<file path="src/rob_settings.svh">
/*
 * reorder buffer core sizing
 * depth, register count, data width and multiply pipeline length
 */
`ifndef ROB_SETTINGS_SVH
`define ROB_SETTINGS_SVH

// reorder buffer entries, kept a power of two
`define ROB_DEPTH 8

// architectural registers
`define ARCH_REGS 8

// operand and result width
`define DATA_WIDTH 16

// multiply pipeline stages
`define MUL_LATENCY 4

`endif
</file>
<file path="src/rob_pkg.sv">
/*
 * shared types for the reorder buffer core
 * opcodes, instruction, issue, bus, entry and commit packets
 */
`default_nettype none

`include "rob_settings.svh"

package rob_pkg;

    //////////////////////////////
    // scalar types
    //////////////////////////////
    typedef logic [$clog2(`ROB_DEPTH)-1:0] rob_tag_t;
    typedef logic [$clog2(`ARCH_REGS)-1:0] reg_idx_t;
    typedef logic [`DATA_WIDTH-1:0] data_t;
    // program order number from the source
    typedef logic [7:0] seq_t;

    typedef enum logic [2:0] {
        op_add      = 3'd0,
        op_sub      = 3'd1,
        op_xor      = 3'd2,
        op_mul      = 3'd3,
        // mispredicted when operands differ
        op_br_check = 3'd4
    } op_e;

    //////////////////////////////
    // packets
    //////////////////////////////
    typedef struct packed {
        op_e      op;
        logic     has_dest;
        reg_idx_t dest;
        data_t    operand_a;
        data_t    operand_b;
        seq_t     seq;
    } instr_t;

    // dispatch to execution
    typedef struct packed {
        rob_tag_t tag;
        op_e      op;
        data_t    operand_a;
        data_t    operand_b;
    } issue_t;

    // one result on the common data bus
    typedef struct packed {
        rob_tag_t tag;
        data_t    value;
        logic     mispredict;
    } cdb_t;

    typedef struct packed {
        logic     busy;
        logic     complete;
        logic     has_dest;
        reg_idx_t dest;
        seq_t     seq;
        data_t    value;
        logic     mispredict;
    } rob_entry_t;

    // retired result toward the commit port
    typedef struct packed {
        seq_t     seq;
        logic     has_dest;
        reg_idx_t dest;
        data_t    value;
        logic     mispredict;
    } commit_t;

endpackage

`default_nettype wire

</file>
<file path="src/rob_core_top.sv">
/*
 * reorder buffer core top level
 * dispatch, reorder buffer, execution and retire wired together
 */
`default_nettype none

module rob_core_top (
    input  wire                clock,
    input  wire                reset,
    input  wire                in_valid,
    input  rob_pkg::instr_t    in_instr,
    output logic               in_ready,
    output logic               commit_valid,
    output rob_pkg::commit_t   commit,
    input  wire                commit_ready,
    output logic               flush,
    input  rob_pkg::reg_idx_t  reg_read_idx,
    output rob_pkg::data_t     reg_read_data
);

    import rob_pkg::*;

    //////////////////////////////
    // internal links
    //////////////////////////////
    logic       alloc_valid;
    logic       alloc_ready;
    rob_entry_t alloc_entry;
    rob_tag_t   alloc_tag;

    logic       issue_valid;
    logic       issue_ready;
    issue_t     issue;

    logic       cdb_valid;
    cdb_t       cdb;

    logic       head_valid;
    logic       head_ready;
    rob_entry_t head_entry;

    dispatch_stage dispatch_stage_i (
        .clock       (clock),
        .reset       (reset),
        .in_valid    (in_valid),
        .in_instr    (in_instr),
        .in_ready    (in_ready),
        .alloc_ready (alloc_ready),
        .alloc_tag   (alloc_tag),
        .alloc_valid (alloc_valid),
        .alloc_entry (alloc_entry),
        .issue_ready (issue_ready),
        .issue_valid (issue_valid),
        .issue       (issue),
        .flush       (flush)
    );

    reorder_buffer reorder_buffer_i (
        .clock       (clock),
        .reset       (reset),
        .alloc_valid (alloc_valid),
        .alloc_entry (alloc_entry),
        .alloc_ready (alloc_ready),
        .alloc_tag   (alloc_tag),
        .cdb_valid   (cdb_valid),
        .cdb         (cdb),
        .head_ready  (head_ready),
        .head_valid  (head_valid),
        .head_entry  (head_entry),
        .flush       (flush)
    );

    exec_unit exec_unit_i (
        .clock       (clock),
        .reset       (reset),
        .issue_valid (issue_valid),
        .issue       (issue),
        .issue_ready (issue_ready),
        .cdb_valid   (cdb_valid),
        .cdb         (cdb),
        .flush       (flush)
    );

    retire_stage retire_stage_i (
        .clock         (clock),
        .reset         (reset),
        .head_valid    (head_valid),
        .head_entry    (head_entry),
        .head_ready    (head_ready),
        .commit_valid  (commit_valid),
        .commit        (commit),
        .commit_ready  (commit_ready),
        .flush         (flush),
        .reg_read_idx  (reg_read_idx),
        .reg_read_data (reg_read_data)
    );

endmodule

`default_nettype wire

</file>
<file path="src/retire_stage.sv">
/*
 * retire stage
 * architectural register file, commit port and flush on mispredict
 */
`default_nettype none

`include "rob_settings.svh"

module retire_stage (
    input  wire                  clock,
    input  wire                  reset,
    // head of the reorder buffer
    input  wire                  head_valid,
    input  rob_pkg::rob_entry_t  head_entry,
    output logic                 head_ready,
    // commit port
    output logic                 commit_valid,
    output rob_pkg::commit_t     commit,
    input  wire                  commit_ready,
    output logic                 flush,
    // register read port
    input  rob_pkg::reg_idx_t    reg_read_idx,
    output rob_pkg::data_t       reg_read_data
);

    import rob_pkg::*;

    localparam int unsigned REGS = `ARCH_REGS;

    data_t regs [REGS];
    logic  commit_fire;

    //////////////////////////////
    // commit port
    //////////////////////////////
    assign commit_valid = head_valid;
    assign head_ready   = commit_ready;
    assign commit_fire  = head_valid && commit_ready;

    always_comb begin
        commit.seq        = head_entry.seq;
        commit.has_dest   = head_entry.has_dest;
        commit.dest       = head_entry.dest;
        commit.value      = head_entry.value;
        commit.mispredict = head_entry.mispredict;
    end

    // only in the cycle the branch actually leaves
    assign flush = commit_fire && head_entry.mispredict;

    //////////////////////////////
    // register file
    //////////////////////////////
    always_ff @(posedge clock or posedge reset) begin
        if (reset) begin
            for (int i = 0; i < REGS; i++) begin
                regs[i] <= '0;
            end
        end else if (commit_fire && head_entry.has_dest) begin
            regs[head_entry.dest] <= head_entry.value;
        end
    end

    assign reg_read_data = regs[reg_read_idx];

endmodule

`default_nettype wire

</file>
<file path="src/exec_unit.sv">
/*
 * execution unit
 * one cycle ALU lane, pipelined multiply lane, one shared result bus
 */
`default_nettype none

`include "rob_settings.svh"

module exec_unit (
    input  wire              clock,
    input  wire              reset,
    // issue from dispatch
    input  wire              issue_valid,
    input  rob_pkg::issue_t  issue,
    output logic             issue_ready,
    // common data bus
    output logic             cdb_valid,
    output rob_pkg::cdb_t    cdb,
    input  wire              flush
);

    import rob_pkg::*;

    localparam int unsigned LATENCY = `MUL_LATENCY;
    localparam int unsigned DW = `DATA_WIDTH;

    //////////////////////////////
    // lane state
    //////////////////////////////
    logic alu_valid;
    cdb_t alu_result;
    cdb_t alu_next;

    logic     mul_valid [LATENCY];
    rob_tag_t mul_tag   [LATENCY];
    data_t    mul_value [LATENCY];
    logic [2*DW-1:0] product;

    logic mul_done;
    logic alu_stall;
    logic alu_fire;
    logic mul_fire;

    // multiply owns the bus when both finish
    assign mul_done    = mul_valid[LATENCY-1];
    assign alu_stall   = alu_valid && mul_done;
    assign issue_ready = !alu_stall;

    assign alu_fire = issue_valid && issue_ready && (issue.op != op_mul);
    assign mul_fire = issue_valid && issue_ready && (issue.op == op_mul);

    //////////////////////////////
    // ALU lane
    //////////////////////////////
    always_comb begin
        alu_next.tag        = issue.tag;
        alu_next.mispredict = 1'b0;
        case (issue.op)
            op_add:  alu_next.value = issue.operand_a + issue.operand_b;
            op_sub:  alu_next.value = issue.operand_a - issue.operand_b;
            op_xor:  alu_next.value = issue.operand_a ^ issue.operand_b;
            op_br_check: begin
                // branch yields no data, only the outcome
                alu_next.value      = '0;
                alu_next.mispredict = (issue.operand_a != issue.operand_b);
            end
            default: alu_next.value = '0;
        endcase
    end

    always_ff @(posedge clock or posedge reset) begin
        if (reset) begin
            alu_valid <= 1'b0;
        end else if (flush) begin
            alu_valid <= 1'b0;
        end else if (alu_fire) begin
            alu_valid <= 1'b1;
        end else if (!alu_stall) begin
            // drained onto the bus this cycle
            alu_valid <= 1'b0;
        end
    end

    always_ff @(posedge clock) begin
        if (alu_fire) begin
            alu_result <= alu_next;
        end
    end

    //////////////////////////////
    // multiply lane
    //////////////////////////////
    assign product = issue.operand_a * issue.operand_b;

    // valid chain that never stalls
    always_ff @(posedge clock or posedge reset) begin
        if (reset) begin
            for (int i = 0; i < LATENCY; i++) begin
                mul_valid[i] <= 1'b0;
            end
        end else if (flush) begin
            for (int i = 0; i < LATENCY; i++) begin
                mul_valid[i] <= 1'b0;
            end
        end else begin
            mul_valid[0] <= mul_fire;
            for (int i = 1; i < LATENCY; i++) begin
                mul_valid[i] <= mul_valid[i-1];
            end
        end
    end

    // low half of the product rides along
    always_ff @(posedge clock) begin
        mul_tag[0]   <= issue.tag;
        mul_value[0] <= product[DW-1:0];
        for (int i = 1; i < LATENCY; i++) begin
            mul_tag[i]   <= mul_tag[i-1];
            mul_value[i] <= mul_value[i-1];
        end
    end

    //////////////////////////////
    // bus select
    //////////////////////////////
    assign cdb_valid = mul_done || alu_valid;

    always_comb begin
        if (mul_done) begin
            cdb.tag        = mul_tag[LATENCY-1];
            cdb.value      = mul_value[LATENCY-1];
            cdb.mispredict = 1'b0;
        end else begin
            cdb = alu_result;
        end
    end

endmodule

`default_nettype wire

</file>
<file path="src/reorder_buffer.sv">
/*
 * reorder buffer
 * circular entry store, results land by tag and leave in program order
 */
`default_nettype none

`include "rob_settings.svh"

module reorder_buffer (
    input  wire                  clock,
    input  wire                  reset,
    // allocation from dispatch
    input  wire                  alloc_valid,
    input  rob_pkg::rob_entry_t  alloc_entry,
    output logic                 alloc_ready,
    output rob_pkg::rob_tag_t    alloc_tag,
    // common data bus
    input  wire                  cdb_valid,
    input  rob_pkg::cdb_t        cdb,
    // head toward retire
    input  wire                  head_ready,
    output logic                 head_valid,
    output rob_pkg::rob_entry_t  head_entry,
    // committed mispredict
    input  wire                  flush
);

    import rob_pkg::*;

    localparam int unsigned DEPTH = `ROB_DEPTH;
    localparam int unsigned COUNT_WIDTH = $clog2(DEPTH) + 1;

    //////////////////////////////
    // storage and pointers
    //////////////////////////////
    rob_entry_t entries [DEPTH];

    rob_tag_t head;
    rob_tag_t tail;
    // occupancy tells full from empty
    logic [COUNT_WIDTH-1:0] count;

    logic alloc_fire;
    logic retire_fire;

    // wrap-around step
    function automatic rob_tag_t next_tag(input rob_tag_t tag);
        if (tag == rob_tag_t'(DEPTH - 1)) begin
            return '0;
        end
        return tag + 1'b1;
    endfunction

    //////////////////////////////
    // status toward neighbours
    //////////////////////////////
    assign alloc_ready = (count != COUNT_WIDTH'(DEPTH));
    assign alloc_tag   = tail;

    assign head_entry  = entries[head];
    // only a finished entry may leave
    assign head_valid  = (count != '0) && head_entry.complete;

    assign alloc_fire  = alloc_valid && alloc_ready;
    assign retire_fire = head_valid && head_ready;

    //////////////////////////////
    // entry flags and pointers
    //////////////////////////////
    always_ff @(posedge clock or posedge reset) begin
        if (reset) begin
            head  <= '0;
            tail  <= '0;
            count <= '0;
            for (int i = 0; i < DEPTH; i++) begin
                entries[i].busy     <= 1'b0;
                entries[i].complete <= 1'b0;
            end
        end else if (flush) begin
            // retired mispredict drops all younger work
            head  <= '0;
            tail  <= '0;
            count <= '0;
            for (int i = 0; i < DEPTH; i++) begin
                entries[i].busy     <= 1'b0;
                entries[i].complete <= 1'b0;
            end
        end else begin
            // bus result lands in the tagged slot
            if (cdb_valid && entries[cdb.tag].busy) begin
                entries[cdb.tag].value      <= cdb.value;
                entries[cdb.tag].mispredict <= cdb.mispredict;
                entries[cdb.tag].complete   <= 1'b1;
            end

            // oldest entry leaves
            if (retire_fire) begin
                entries[head].busy     <= 1'b0;
                entries[head].complete <= 1'b0;
                head                   <= next_tag(head);
            end

            // new entry at the tail
            // never the head slot while full
            if (alloc_fire) begin
                entries[tail] <= alloc_entry;
                tail          <= next_tag(tail);
            end

            case ({alloc_fire, retire_fire})
                2'b10:   count <= count + 1'b1;
                2'b01:   count <= count - 1'b1;
                default: count <= count;
            endcase
        end
    end

endmodule

`default_nettype wire

</file>
<file path="src/dispatch_stage.sv">
/*
 * dispatch stage
 * takes one instruction when both an entry and the execution unit are free
 */
`default_nettype none

module dispatch_stage (
    input  wire                  clock,
    input  wire                  reset,
    // instruction input
    input  wire                  in_valid,
    input  rob_pkg::instr_t      in_instr,
    output logic                 in_ready,
    // allocation toward the reorder buffer
    input  wire                  alloc_ready,
    input  rob_pkg::rob_tag_t    alloc_tag,
    output logic                 alloc_valid,
    output rob_pkg::rob_entry_t  alloc_entry,
    // issue toward execution
    input  wire                  issue_ready,
    output logic                 issue_valid,
    output rob_pkg::issue_t      issue,
    // retire flush
    input  wire                  flush
);

    import rob_pkg::*;

    //////////////////////////////
    // handshake join
    //////////////////////////////

    // all three sides must agree in one cycle
    // no input while a flush empties the buffer
    assign in_ready = alloc_ready && issue_ready && !flush;

    // allocate and issue only on an accepted instruction
    assign alloc_valid = in_valid && in_ready;
    assign issue_valid = in_valid && in_ready;

    //////////////////////////////
    // initial entry
    //////////////////////////////
    always_comb begin
        alloc_entry            = '0;
        // waiting for its result
        alloc_entry.busy       = 1'b1;
        alloc_entry.complete   = 1'b0;
        alloc_entry.has_dest   = in_instr.has_dest;
        alloc_entry.dest       = in_instr.dest;
        alloc_entry.seq        = in_instr.seq;
        alloc_entry.value      = '0;
        alloc_entry.mispredict = 1'b0;
    end

    //////////////////////////////
    // issue packet
    //////////////////////////////
    always_comb begin
        // tag is the tail slot given to this instruction
        issue.tag       = alloc_tag;
        issue.op        = in_instr.op;
        issue.operand_a = in_instr.operand_a;
        issue.operand_b = in_instr.operand_b;
    end

endmodule

`default_nettype wire

</file>
<file path="config.mk">
export PLATFORM = sky130hd
export DESIGN_NAME = rob_core_top
export DESIGN_NICKNAME = d
export VERILOG_FILES = /design/src/rob_pkg.sv /design/src/rob_core_top.sv /design/src/retire_stage.sv /design/src/exec_unit.sv /design/src/reorder_buffer.sv /design/src/dispatch_stage.sv
export VERILOG_INCLUDE_DIRS = /design/src /design/src/src
export SDC_FILE = /design/constraint.sdc
export NUM_CORES = 1
export LEC_CHECK = 0
export BUFFER_PORTS_ARGS = -buffer_cell sky130_fd_sc_hd__buf_2
export CORE_UTILIZATION = 25
export CTS_CLUSTER_SIZE = 10
export DETAILED_ROUTE_END_ITERATION = 7
export GPL_ROUTABILITY_DRIVEN = 0
export GPL_TIMING_DRIVEN = 0
export PLACE_DENSITY = 0.44
export SLEW_MARGIN = 10
export SYNTH_ARGS = -nofsm -noshare
export SYNTH_HDL_FRONTEND = slang
export SYNTH_SLANG_ARGS = --single-unit
</file>
<file path="constraint.sdc">
create_clock -name clock -period 13 [get_ports clock]
set_input_delay 0 -clock clock [delete_from_list [all_inputs] [get_ports clock]]
set_output_delay 0 -clock clock [all_outputs]
set_load 0.01 [all_outputs]
</file>
==> results of run 1 <==
-- registers in the layout, summed over array words and instances (netlist names) --
name                        cells
exec_unit_i.alu_result         20
exec_unit_i.alu_valid           1
exec_unit_i.mul_done            1
exec_unit_i.mul_tag            12
exec_unit_i.mul_valid           3
exec_unit_i.mul_value          64
reorder_buffer_i.alloc_tag      3
reorder_buffer_i.count          4
reorder_buffer_i.entries      248
reorder_buffer_i.head           3
retire_stage_i.regs           128
-- synth_stat cells (all sizes together), types with 7 or more instances --
cell type  number
a221oi         27
mux2i          32
or3             7
a22o           14
mux4           40
mux2          160
a211oi        134
a22oi          53
and3           16
dfxtp          76
buf            43
o41ai           7
o21ai          37
xnor2          43
nand4          10
edfxtp        252
o21bai          8
nand3          13
ha             85
o22ai          11
dfrtp         159
o22a            7
xor2           12
nor4            7
nor2          238
fa             83
nor3           33
clkbuf         96
a31oi          10
inv           157
a21oi          42
and2          144
nor2b          13
nand2b         16
nand2         110
-- final cells by class --
class	instances	area, µm²
well taps	1391	1740
flip-flops and latches	487	13100
diodes	1	2.50
repair buffers	125	802
multi-input cells	1479	12300
inverters	157	602
clock inverters	8	87.6
plain buffers	139	594
fillers	10900	74400
clock buffers	94	1640
-- cell usage in the layout, fill, tap and decap left out, types with 8 or more instances in the layout --
cell / instances
a211oi_1: 134
buf_1: 10
a22o_1: 14
nor2_1: 226
ha_1: 85
mux2i_1: 32
nand3_1: 12
a21oi_1: 42
xor2_1: 12
dlygate4sd3_1: 21
buf_4: 13
xnor2_1: 43
nand4_1: 10
and3_1: 16
mux4_2: 40
clkbuf_1: 127
o21ai_1: 10
a22oi_1: 53
o21bai_1: 8
o22ai_1: 11
nand2_1: 109
clkbuf_16: 58
edfxtp_1: 252
nand2b_1: 16
a31oi_1: 10
a221oi_1: 27
buf_2: 118
and2_1: 144
nor2_4: 8
nor3_1: 26
mux2_2: 118
dfxtp_1: 76
fa_1: 83
mux2_1: 42
dfrtp_1: 159
inv_1: 155
o21ai_0: 25
nor2b_1: 13
-- cells by family (layout without fill, tap and decap cells) --
| kind of cell | count (synthesis) | count (layout) |
|---|---|---|
| AOI/OAI and AO/OA | 403 | 403 |
| xor gates and xnor gates | 55 | 55 |
| adders and majority gates | 168 | 168 |
| buffers and inverters | 296 | 523 |
| DFF | 487 | 487 |
| muxes | 232 | 232 |
| other | 0 | 1 |
| and+or+nand+nor | 621 | 621 |
-- power by group through the flow --
stage	clock network [W]	registers [W]	logic (W)
after CTS	0.00154	0.00245	0.00275
after global placement	0	0.00246	0.00269
after detailed placement	0	0.00248	0.00273
final	0.00150	0.00245	0.00273
after floorplan	0	0.00238	0.00186
after global routing	0.00160	0.00251	0.00302
-- how the worst max path moves through the flow --
stage | from | to | slack (ns) | cells after the start
after floorplan | reset | reorder_buffer_i.entries[141] | 4.73 | 4
after global placement | reset | reorder_buffer_i.entries[176] | 0.88 | 5
after detailed placement | in_instr[9] | exec_unit_i.mul_value[0][15] | 7.22 | 17
after CTS | in_instr[9] | exec_unit_i.mul_value[0][15] | 7.86 | 17
after global routing | in_instr[26] | exec_unit_i.mul_value[0][14] | 7.62 | 18
final | in_instr[9] | exec_unit_i.mul_value[0][15] | 7.86 | 17
-- tightest hold or removal path, delay by kind of cell --
family,cells,cell delay (ns)
buf+inv,1,0.25
compound gates,1,0.12
simple gates,1,0.17
-- per-layer routing --
layer,up-vias,GRT usage [%]
li1,8486,-
met1,9532,19.6
met2,569,25.8
met3,128,2.03
met4,0,4.60
met5,-,0
-- through the flow --
stage | std cells | setup slack (ns)
3_3_place_gp | 3749 | 0.877
4_1_cts | 3879 | 7.86
3_5_place_dp | 3756 | 7.22
5_1_grt | 3881 | 7.62
6_report | 3881 | 7.86
2_1_floorplan | 2262 | 4.73
-- what timing repair did --
action | in CTS | in global routing
resized for setup | 0 | 0
hold buffers | 21 | 0
hold endpoints to repair | 266 | 0
endpoints found under the setup margin | 0 | 0
==> impl_metrics.csv, run 1 <==
group,metric,value,unit
outcome,status,"complete, no violations",
synthesis,yosys_warnings,0,
critical_path,timing.rr.start,"reorder_buffer_i.head[2]",
layout,drive_gt1_share,16.2,%
layout,nets,2669,
timing,finalCriticalPeriod,5.14,ns
layout,syn2layout_area_growth,16.2,%
timing,fin_crit_sh,39.5,%
die,die_area,0.108,mm²
power,p_total,0.00668,W
clock_tree,root_buffer,"clkbuf_16",
synthesis,synthFlopType,"edfxtp_1",
routing,firstDrtPassIters,7,
min_path,hp-class,"in -> reg",
clock_tree,cts_sinks,487,
synthesis,synth-adder-area-share,10.3,%
power,intPower,0.00417,W
routing,highest_layer,"met4",
critical_path,critPathLaunchType,"primary input",
routing,drt_iter0_markers,1351,
synthesis,synth-edff-count,252,
min_path,hp-start,"in_instr[46]",
routing,dr_total_vias,18700,
die,ios,102,
critical_path,reg2reg_to,"reorder_buffer_i.entries[175]",
critical_path,critPathMaxFanout,10,
timing,setup_viol,0,
critical_path,reg2reg_depth,8,
global_routing,antenna_found_initial,1,
power,vdd_drop_max,0.172,mV
routing,dr_wl_met2,39700,µm
die,dieWidth,328,µm
synthesis,synth_compound_area_share,11.1,%
synthesis,synth_top_area_share,28.5,%
flow_run,drv_cap,0,
layout,final_cell_area,0.0309,mm²
clock_tree,cts_buffers,58,
routing,wl_met3,3970,µm
synthesis,yosysTopAreaCell,"edfxtp_1",
global_routing,grt_pass1_vias,19500,
power,power_density,217,mW/mm²
clock_tree,cts.clk_slew.worst_paths,0.05,ns
synthesis,yosys-top-cells-area,"edfxtp_1 (29%), dfrtp_1 (15%), fa_1 (6.3%)",
power,seq_power_share,36.7,%
synthesis,synth.net_count,2484,
routing,drc,0,
critical_path,cp_num_buf_inv,5,
synthesis,ys_ff_latch,487,
synthesis,synth_top_family_by_area,"simple AND/OR/NAND/NOR gates",
synthesis,synth-simple-area-share,11.8,%
die,start_util,25.2,%
placed_design,io_buffers,96,
die,coreArea,0.105,mm²
critical_path,endpoint_kind,"flip-flop",
min_path,hold_end,"exec_unit_i.alu_result[15]",
critical_path,critPathKind,"in -> reg",
synthesis,syn_area_per_cell,11.7,µm²
power,p_sw,0.00251,W
timing,rsz0062_at_grt,"false",
critical_path,crit_top_cell,"fa_1",
synthesis,yosys-mux-area-fraction,11.4,%
layout,fin_util,29.3,%
global_routing,track_usage,15.1,%
synthesis,yosysSeqAreaShare,49.2,%
clock_tree,cts_max_path_buffers,3,
routing,antenna_left,0,
clock_tree,post_cts_buffers,0,
routing,wirelength,81600,µm
critical_path,required,13.50,ns
routing,detail_route.wl_per_cell,21.0,µm
global_routing,grt_max_degree,121,
die,rows,119,
critical_path,cp_top_family,"adder cells",
die,dieHeight,328,µm
timing,slew_headroom,8.85,%
timing,whs,0.120,ns
global_routing,grt_pass1_wl,124000,µm
power,p_sw_share,37.6,%
power,power_leakage,12.3,nW
critical_path,critPathSlowestCell,"fa_1",
timing,fmax,195,MHz
synthesis,synth_area,0.0266,mm²
global_routing,grt-ovfl-total,0,
timing,worstMarginPinSlew,1.36,ns
routing,met1_length,35700,µm
synthesis,syn_inst,2262,
critical_path,worstPathArrival,5.64,ns
power,clock_power_share,22.5,%
clock_tree,htreeDepth,2,
placed_design,hpwl,59000,µm
synthesis,synthArstFlopShare,32.6,%
critical_path,worstPathCellList,"buf_2 > clkbuf_1 > nand2_1 > fa_1 > fa_1 > fa_1 > fa_1 > inv_1 > fa_1 > inv_1 > fa_1 > inv_1 > ha_1 > and3_1 > a211oi_1 > a21oi_1 > xnor2_1",
clock_tree,cts_tree,"yes",
placed_design,placed_area,0.0289,mm²
synthesis,yosysUniqueCellTypes,76,
timing,finalMaxSlewViolations,0,
timing,finalHoldViolCount,0,
clock_tree,clk-insertion-delay-late,0.62,ns
synthesis,yosys.area_share.xor_xnor,1.81,%
power,pwr-share-comb,40.8,%
routing,via_per_inst,4.82,
critical_path,r2r_slack,8.57,ns
timing,setup_tns,0,ns
min_path,hold_depth,3,
critical_path,cp_slowest_stage_delay,0.58,ns
timing,fin_skew,0.0386,ns
Note: power is estimated with default switching activity, not from simulation.
==> run 2: changes to the inputs <==
==> constraint.sdc (replaced) <==
create_clock -name clock -period 4.8 [get_ports clock]
set_input_delay 0 -clock clock [delete_from_list [all_inputs] [get_ports clock]]
set_output_delay 0 -clock clock [all_outputs]
set_load 0.01 [all_outputs]
==> impl_metrics.csv, run 2 (synthesis gave the netlist of run 1 again) <==
group,metric,value,unit
global_routing,grt_pass1_wl,125000,µm
min_path,hp-class,"in -> reg",
critical_path,critPathMaxFanout,11,
critical_path,worstPathCellList,"buf_2 > ha_1 > fa_1 > inv_1 > fa_1 > inv_1 > fa_1 > fa_1 > fa_1 > inv_1 > fa_1 > inv_1 > ha_1 > and3_1 > a211oi_2 > a21oi_1 > xnor2_1",
outcome,status,"complete, no violations",
placed_design,hpwl,59200,µm
die,start_util,25.2,%
layout,syn2layout_area_growth,16.2,%
layout,final_common_cell,"edfxtp_1",
die,ios,102,
global_routing,grt-ovfl-total,0,
layout,multi_input_area,0.0123,mm²
global_routing,antenna_found_initial,0,
die,rows,119,
clock_tree,cts_buffers,57,
timing,setup_tns,0,ns
timing,fmax,219,MHz
routing,dr_total_vias,18700,
critical_path,critPathSlowestCell,"fa_1",
critical_path,cp_slowest_stage_delay,0.54,ns
layout,biggestRegsByFlops,"reorder_buffer_i.entries: 248 flops, retire_stage_i.regs: 128 flops, exec_unit_i.mul_value: 64 flops",
routing,via_per_inst,4.83,
timing,worstMarginPinSlew,1.22,ns
routing,drt_iter0_markers,1461,
die,coreArea,0.105,mm²
min_path,hp-start,"in_instr[46]",
timing,finalHoldViolCount,0,
layout,largest-register,"reorder_buffer_i.entries",
layout,nets,2663,
timing,fin_crit_sh,95.1,%
routing,wirelength,81300,µm
routing,detail_route.wl_per_cell,21.0,µm
clock_tree,cts_max_path_buffers,3,
critical_path,reg2reg_depth,8,
critical_path,endpoint_kind,"flip-flop",
critical_path,timing.rr.start,"reorder_buffer_i.head[2]",
clock_tree,cts_tree,"yes",
critical_path,crit_top_cell,"fa_1",
layout,fin_util,29.3,%
layout,largest_reg_flops,248,
clock_tree,cts.clk_slew.worst_paths,0.06,ns
placed_design,io_buffers,96,
timing,setup_viol,0,
layout,nFillCells,10800,
critical_path,critPathKind,"in -> reg",
critical_path,worstPathArrival,5.08,ns
timing,finalMaxSlewViolations,0,
clock_tree,clk-insertion-delay-late,0.63,ns
min_path,hold_end,"exec_unit_i.alu_result[15]",
layout,layout_common_cells,"edfxtp_1 (252), nor2_1 (226), dfrtp_1 (159), inv_1 (155), and2_1 (144)",
die,dieWidth,328,µm
routing,antenna_left,0,
routing,firstDrtPassIters,6,
clock_tree,post_cts_buffers,0,
clock_tree,htreeDepth,2,
power,power_density,585,mW/mm²
clock_tree,root_buffer,"clkbuf_16",
global_routing,track_usage,15.1,%
layout,drive_gt1_share,16.3,%
critical_path,required,5.31,ns
timing,fin_skew,0.0321,ns
die,dieHeight,328,µm
global_routing,grt_max_degree,84,
layout,insertedDiodeCount,0,
timing,slew_headroom,18.2,%
critical_path,critPathLaunchType,"primary input",
die,die_area,0.108,mm²
layout,regArea,0.0131,mm²
routing,drc,0,
clock_tree,cts_sinks,487,
critical_path,r2r_slack,0.40,ns
timing,finalCriticalPeriod,4.56,ns
critical_path,reg2reg_to,"reorder_buffer_i.entries[178]",
global_routing,grt_pass1_vias,19600,
timing,rsz0062_at_grt,"false",
power,power_leakage,12.3,nW
flow_run,drv_cap,0,
power,vdd_drop_max,0.439,mV
min_path,hold_depth,3,
[run 2: per-stage QoR]
step           total power, W  hold slack, ns  area, µm²  std cells  setup WS (ns)
2_1_floorplan          0.0115          0.0960      26600       2262          -1.28
3_3_place_gp           0.0139           0.304      28800       3749          -4.17
3_5_place_dp           0.0141          0.0809      28900       3757         -0.909
4_1_cts                0.0182          0.0750      30800       3875         0.0157
5_1_grt                0.0193           0.178      30800       3872         0.0297
6_report               0.0181           0.118      30800       3872          0.235
[run 2: what timing repair did]
action | CTS | global route
endpoints found under the setup margin | 4 | 3
hold buffers | 21 | 0
gates resized for setup | 3 | 8
pin swaps | 0 | 0
hold endpoints to repair | 226 | 0
[run 2: area by class of cell]
class | count | area share [%]
tap | 1391 | 5.64
sequential | 487 | 42.4
clock inverter | 6 | 0.276
clock buffer | 93 | 5.23
inverter | 157 | 1.94
multi-input combinational | 1479 | 40.0
buffer | 134 | 1.88
timing repair buffer | 125 | 2.67
[run 2: per-layer routing]
metal | share of wire, % | routed length, µm | GRT usage [%]
met4 | 2.5 | 2020 | 4.22
met5 | 0 | 0 | 0
met3 | 4.4 | 3610 | 1.79
met1 | 44 | 36100 | 20.1
met2 | 49 | 39600 | 25.7
[run 2: critical path: cells and delay by family]
family	cells	cell delay (ns)
AND/OR/NAND/NOR	1	0.20
AO/OA/AOI/OAI	2	0.46
buffers and inverters	5	0.55
XOR/XNOR	1	0.25
adder cells (fa/ha/maj)	8	3.62
[run 2: how the worst max path moves through the flow]
stage	from	end	slack, ns	cells after the start
3_5_place_dp	in_instr[9]	exec_unit_i.mul_value[0][15]	-0.91	17
2_1_floorplan	reset	reorder_buffer_i.entries[141]	-1.28	4
4_1_cts	in_instr[29]	exec_unit_i.mul_value[0][15]	0.02	18
3_3_place_gp	reset	reorder_buffer_i.entries[178]	-4.17	5
5_1_grt	in_instr[25]	exec_unit_i.mul_value[0][14]	0.03	17
6_report	in_instr[30]	exec_unit_i.mul_value[0][15]	0.24	17
[run 2: power breakdown]
part | total (W) | switching, W | internal, W
combinational | 0.00738 | 0.00444 | 0.00294
clock | 0.00403 | 0.00171 | 0.00233
sequential | 0.00664 | 0.000658 | 0.00598
==> run 3: changes to the inputs <==
--- a/config.mk
+++ b/config.mk
@@ -8,7 +8,6 @@
 export LEC_CHECK = 0
 export BUFFER_PORTS_ARGS = -buffer_cell sky130_fd_sc_hd__buf_2
 export CORE_UTILIZATION = 25
-export CTS_CLUSTER_SIZE = 10
 export DETAILED_ROUTE_END_ITERATION = 7
 export GPL_ROUTABILITY_DRIVEN = 0
 export GPL_TIMING_DRIVEN = 0
==> constraint.sdc (replaced) <==
create_clock -name clock -period 4.8 [get_ports clock]
set_input_delay 1.44 -clock clock [delete_from_list [all_inputs] [get_ports clock]]
set_output_delay 1.44 -clock clock [all_outputs]
set_load 0.01 [all_outputs]
==> impl_metrics.csv, run 3 (synthesis gave the netlist of run 1 again) <==
group,metric,value,unit
timing,finalCriticalPeriod,5.69,ns
power,p_total,0.0197,W
die,dieWidth,328,µm
global_routing,grt_max_degree,80,
critical_path,reg2reg_depth,8,
layout,final_cell_area,0.0320,mm²
layout,multi_input_area,0.0128,mm²
layout,syn2layout_area_growth,20.6,%
critical_path,crit_end,"exec_unit_i.mul_value[0][15]",
outcome,violations,"negative setup slack",
placed_design,placed_area,0.0292,mm²
critical_path,required,5.32,ns
clock_tree,cts_hold_repair.buffers,0,
routing,detail_route.wl_per_cell,21.1,µm
layout,layout_common_cells,"edfxtp_1 (252), nor2_1 (222), dfrtp_1 (158), inv_1 (140), a211oi_1 (133)",
die,start_util,25.2,%
layout,nFillCells,10800,
min_path,hp-class,"reg -> reg",
routing,drc,0,
die,die_area,0.108,mm²
clock_tree,cts_sinks,487,
placed_design,detailedPlace.worstSlack,-1.78,ns
timing,whs,0.320,ns
power,power_leakage,12.9,nW
timing,finalMaxSlewViolations,0,
critical_path,crit_start,"in_instr[9]",
timing,rsz0062_at_grt,"true",
clock_tree,cts_buffers,54,
clock_tree,htreeDepth,2,
outcome,status,"finished with violations",
global_routing,grt_pass1_vias,19800,
timing,worstMarginPinSlew,1.12,ns
timing,fin_skew,0.0216,ns
power,vdd_drop_max,0.514,mV
global_routing,track_usage,15.4,%
die,dieHeight,328,µm
timing,fin_crit_sh,119,%
timing,slew_headroom,23.1,%
critical_path,endpoint_kind,"flip-flop",
routing,wirelength,82600,µm
layout,regArea,0.0131,mm²
critical_path,worstPathArrival,6.21,ns
placed_design,hpwl,59400,µm
critical_path,critPathMaxFanout,4,
clock_tree,clk-insertion-delay-late,0.62,ns
clock_tree,cts_tree,"yes",
routing,dr_total_vias,18800,
clock_tree,cts.clk_slew.worst_paths,0.06,ns
layout,instances_no_fill,3906,
critical_path,critPathLaunchType,"primary input",
timing,worst_slack,-0.893,ns
routing,drt_iter0_markers,1405,
die,rows,119,
clock_tree,root_buffer,"clkbuf_16",
routing,antenna_left,0,
placed_design,placed_cells,3757,
min_path,hold_depth,0,
timing,setup_viol,7,
power,power_density,615,mW/mm²
global_routing,grt-ovfl-total,0,
flow_run,drv_cap,0,
layout,largest-register,"reorder_buffer_i.entries",
timing,fmax,176,MHz
clock_tree,cts_max_path_buffers,3,
layout,final_common_cell,"edfxtp_1",
placed_design,io_buffers,96,
routing,via_per_inst,4.80,
die,ios,102,
layout,largest_reg_flops,248,
global_routing,antenna_found_initial,0,
critical_path,critPathKind,"in -> reg",
routing,firstDrtPassIters,5,
die,coreArea,0.105,mm²
layout,nets,2690,
layout,biggestRegsByFlops,"reorder_buffer_i.entries: 248 flops, retire_stage_i.regs: 128 flops, exec_unit_i.mul_value: 64 flops",
critical_path,reg2reg_to,"reorder_buffer_i.entries[176]",
critical_path,r2r_slack,0.64,ns
layout,drive_gt1_share,23.8,%
timing,finalHoldViolCount,0,
critical_path,timing.rr.start,"reorder_buffer_i.head[0]",
global_routing,grt_pass1_wl,126000,µm
==> run 3: critical path, stage by stage <==
cell,delay (ns)
buf_12,0.11
clkbuf_16,0.14
and2_4,0.13
fa_1,0.53
inv_1,0.05
fa_1,0.50
inv_2,0.04
fa_1,0.48
fa_1,0.54
inv_2,0.05
fa_1,0.50
fa_2,0.44
xor2_2,0.17
xnor2_1,0.14
xnor2_1,0.21
xnor2_1,0.16
xnor2_1,0.11
xnor2_1,0.27
xnor2_1,0.19
==> run 3: area by class of cell <==
type                    instances  share of cell area (%)
flip-flops and latches        487                    40.8
clock buffers                  71                    4.71
multi-input cells            1479                    40.0
diodes                          1                 0.00781
well taps                    1391                    5.43
repair buffers                154                    3.59
plain buffers                 135                    2.49
clock inverters                31                    1.10
inverters                     157                    1.87
==> run 3: repair_timing <==
action | CTS | global route
setup endpoints to repair | 51 | 28
buffers inserted | 40 | 11
pin swaps | 48 | 27
resized for setup | 120 | 57
==> run 3: routing by layer <==
layer | vias to the layer above | GRT usage, % | routed length (µm)
met5 | - | 0 | 0
met4 | 0 | 3.82 | 1840
met3 | 110 | 1.90 | 4240
met2 | 573 | 26.4 | 40400
met1 | 9524 | 20.4 | 36100
li1 | 8559 | - | -
==> run 3: where the power goes <==
group / switching (W) / total [W] / internal (W)
clock: 0.00176 / 0.00435 / 0.00259
combinational: 0.00498 / 0.00870 / 0.00372
sequential: 0.000668 / 0.00665 / 0.00598
==> run 3: through the flow <==
step	utilization (%)	setup TNS [ns]
after detailed placement	27.8	-22.93
after floorplan	-	-449.89
after global placement	27.6	-1039.17
after CTS	30.2	-3.73
final	30.4	-3.88
after global routing	30.4	-4.74
==> run 3: worst min-delay path by stage <==
stage	slack [ns]	startpoint	to
3_5_place_dp	0.31	exec_unit_i.mul_tag[2][1]	exec_unit_i.mul_tag[3][1]
5_1_grt	0.32	exec_unit_i.mul_value[0][2]	exec_unit_i.mul_value[1][2]
3_3_place_gp	0.31	exec_unit_i.mul_value[1][8]	exec_unit_i.mul_value[2][8]
6_report	0.32	exec_unit_i.mul_value[0][2]	exec_unit_i.mul_value[1][2]
2_1_floorplan	0.31	exec_unit_i.mul_tag[0][0]	exec_unit_i.mul_tag[1][0]
4_1_cts	0.32	exec_unit_i.mul_tag[2][1]	exec_unit_i.mul_tag[3][1]
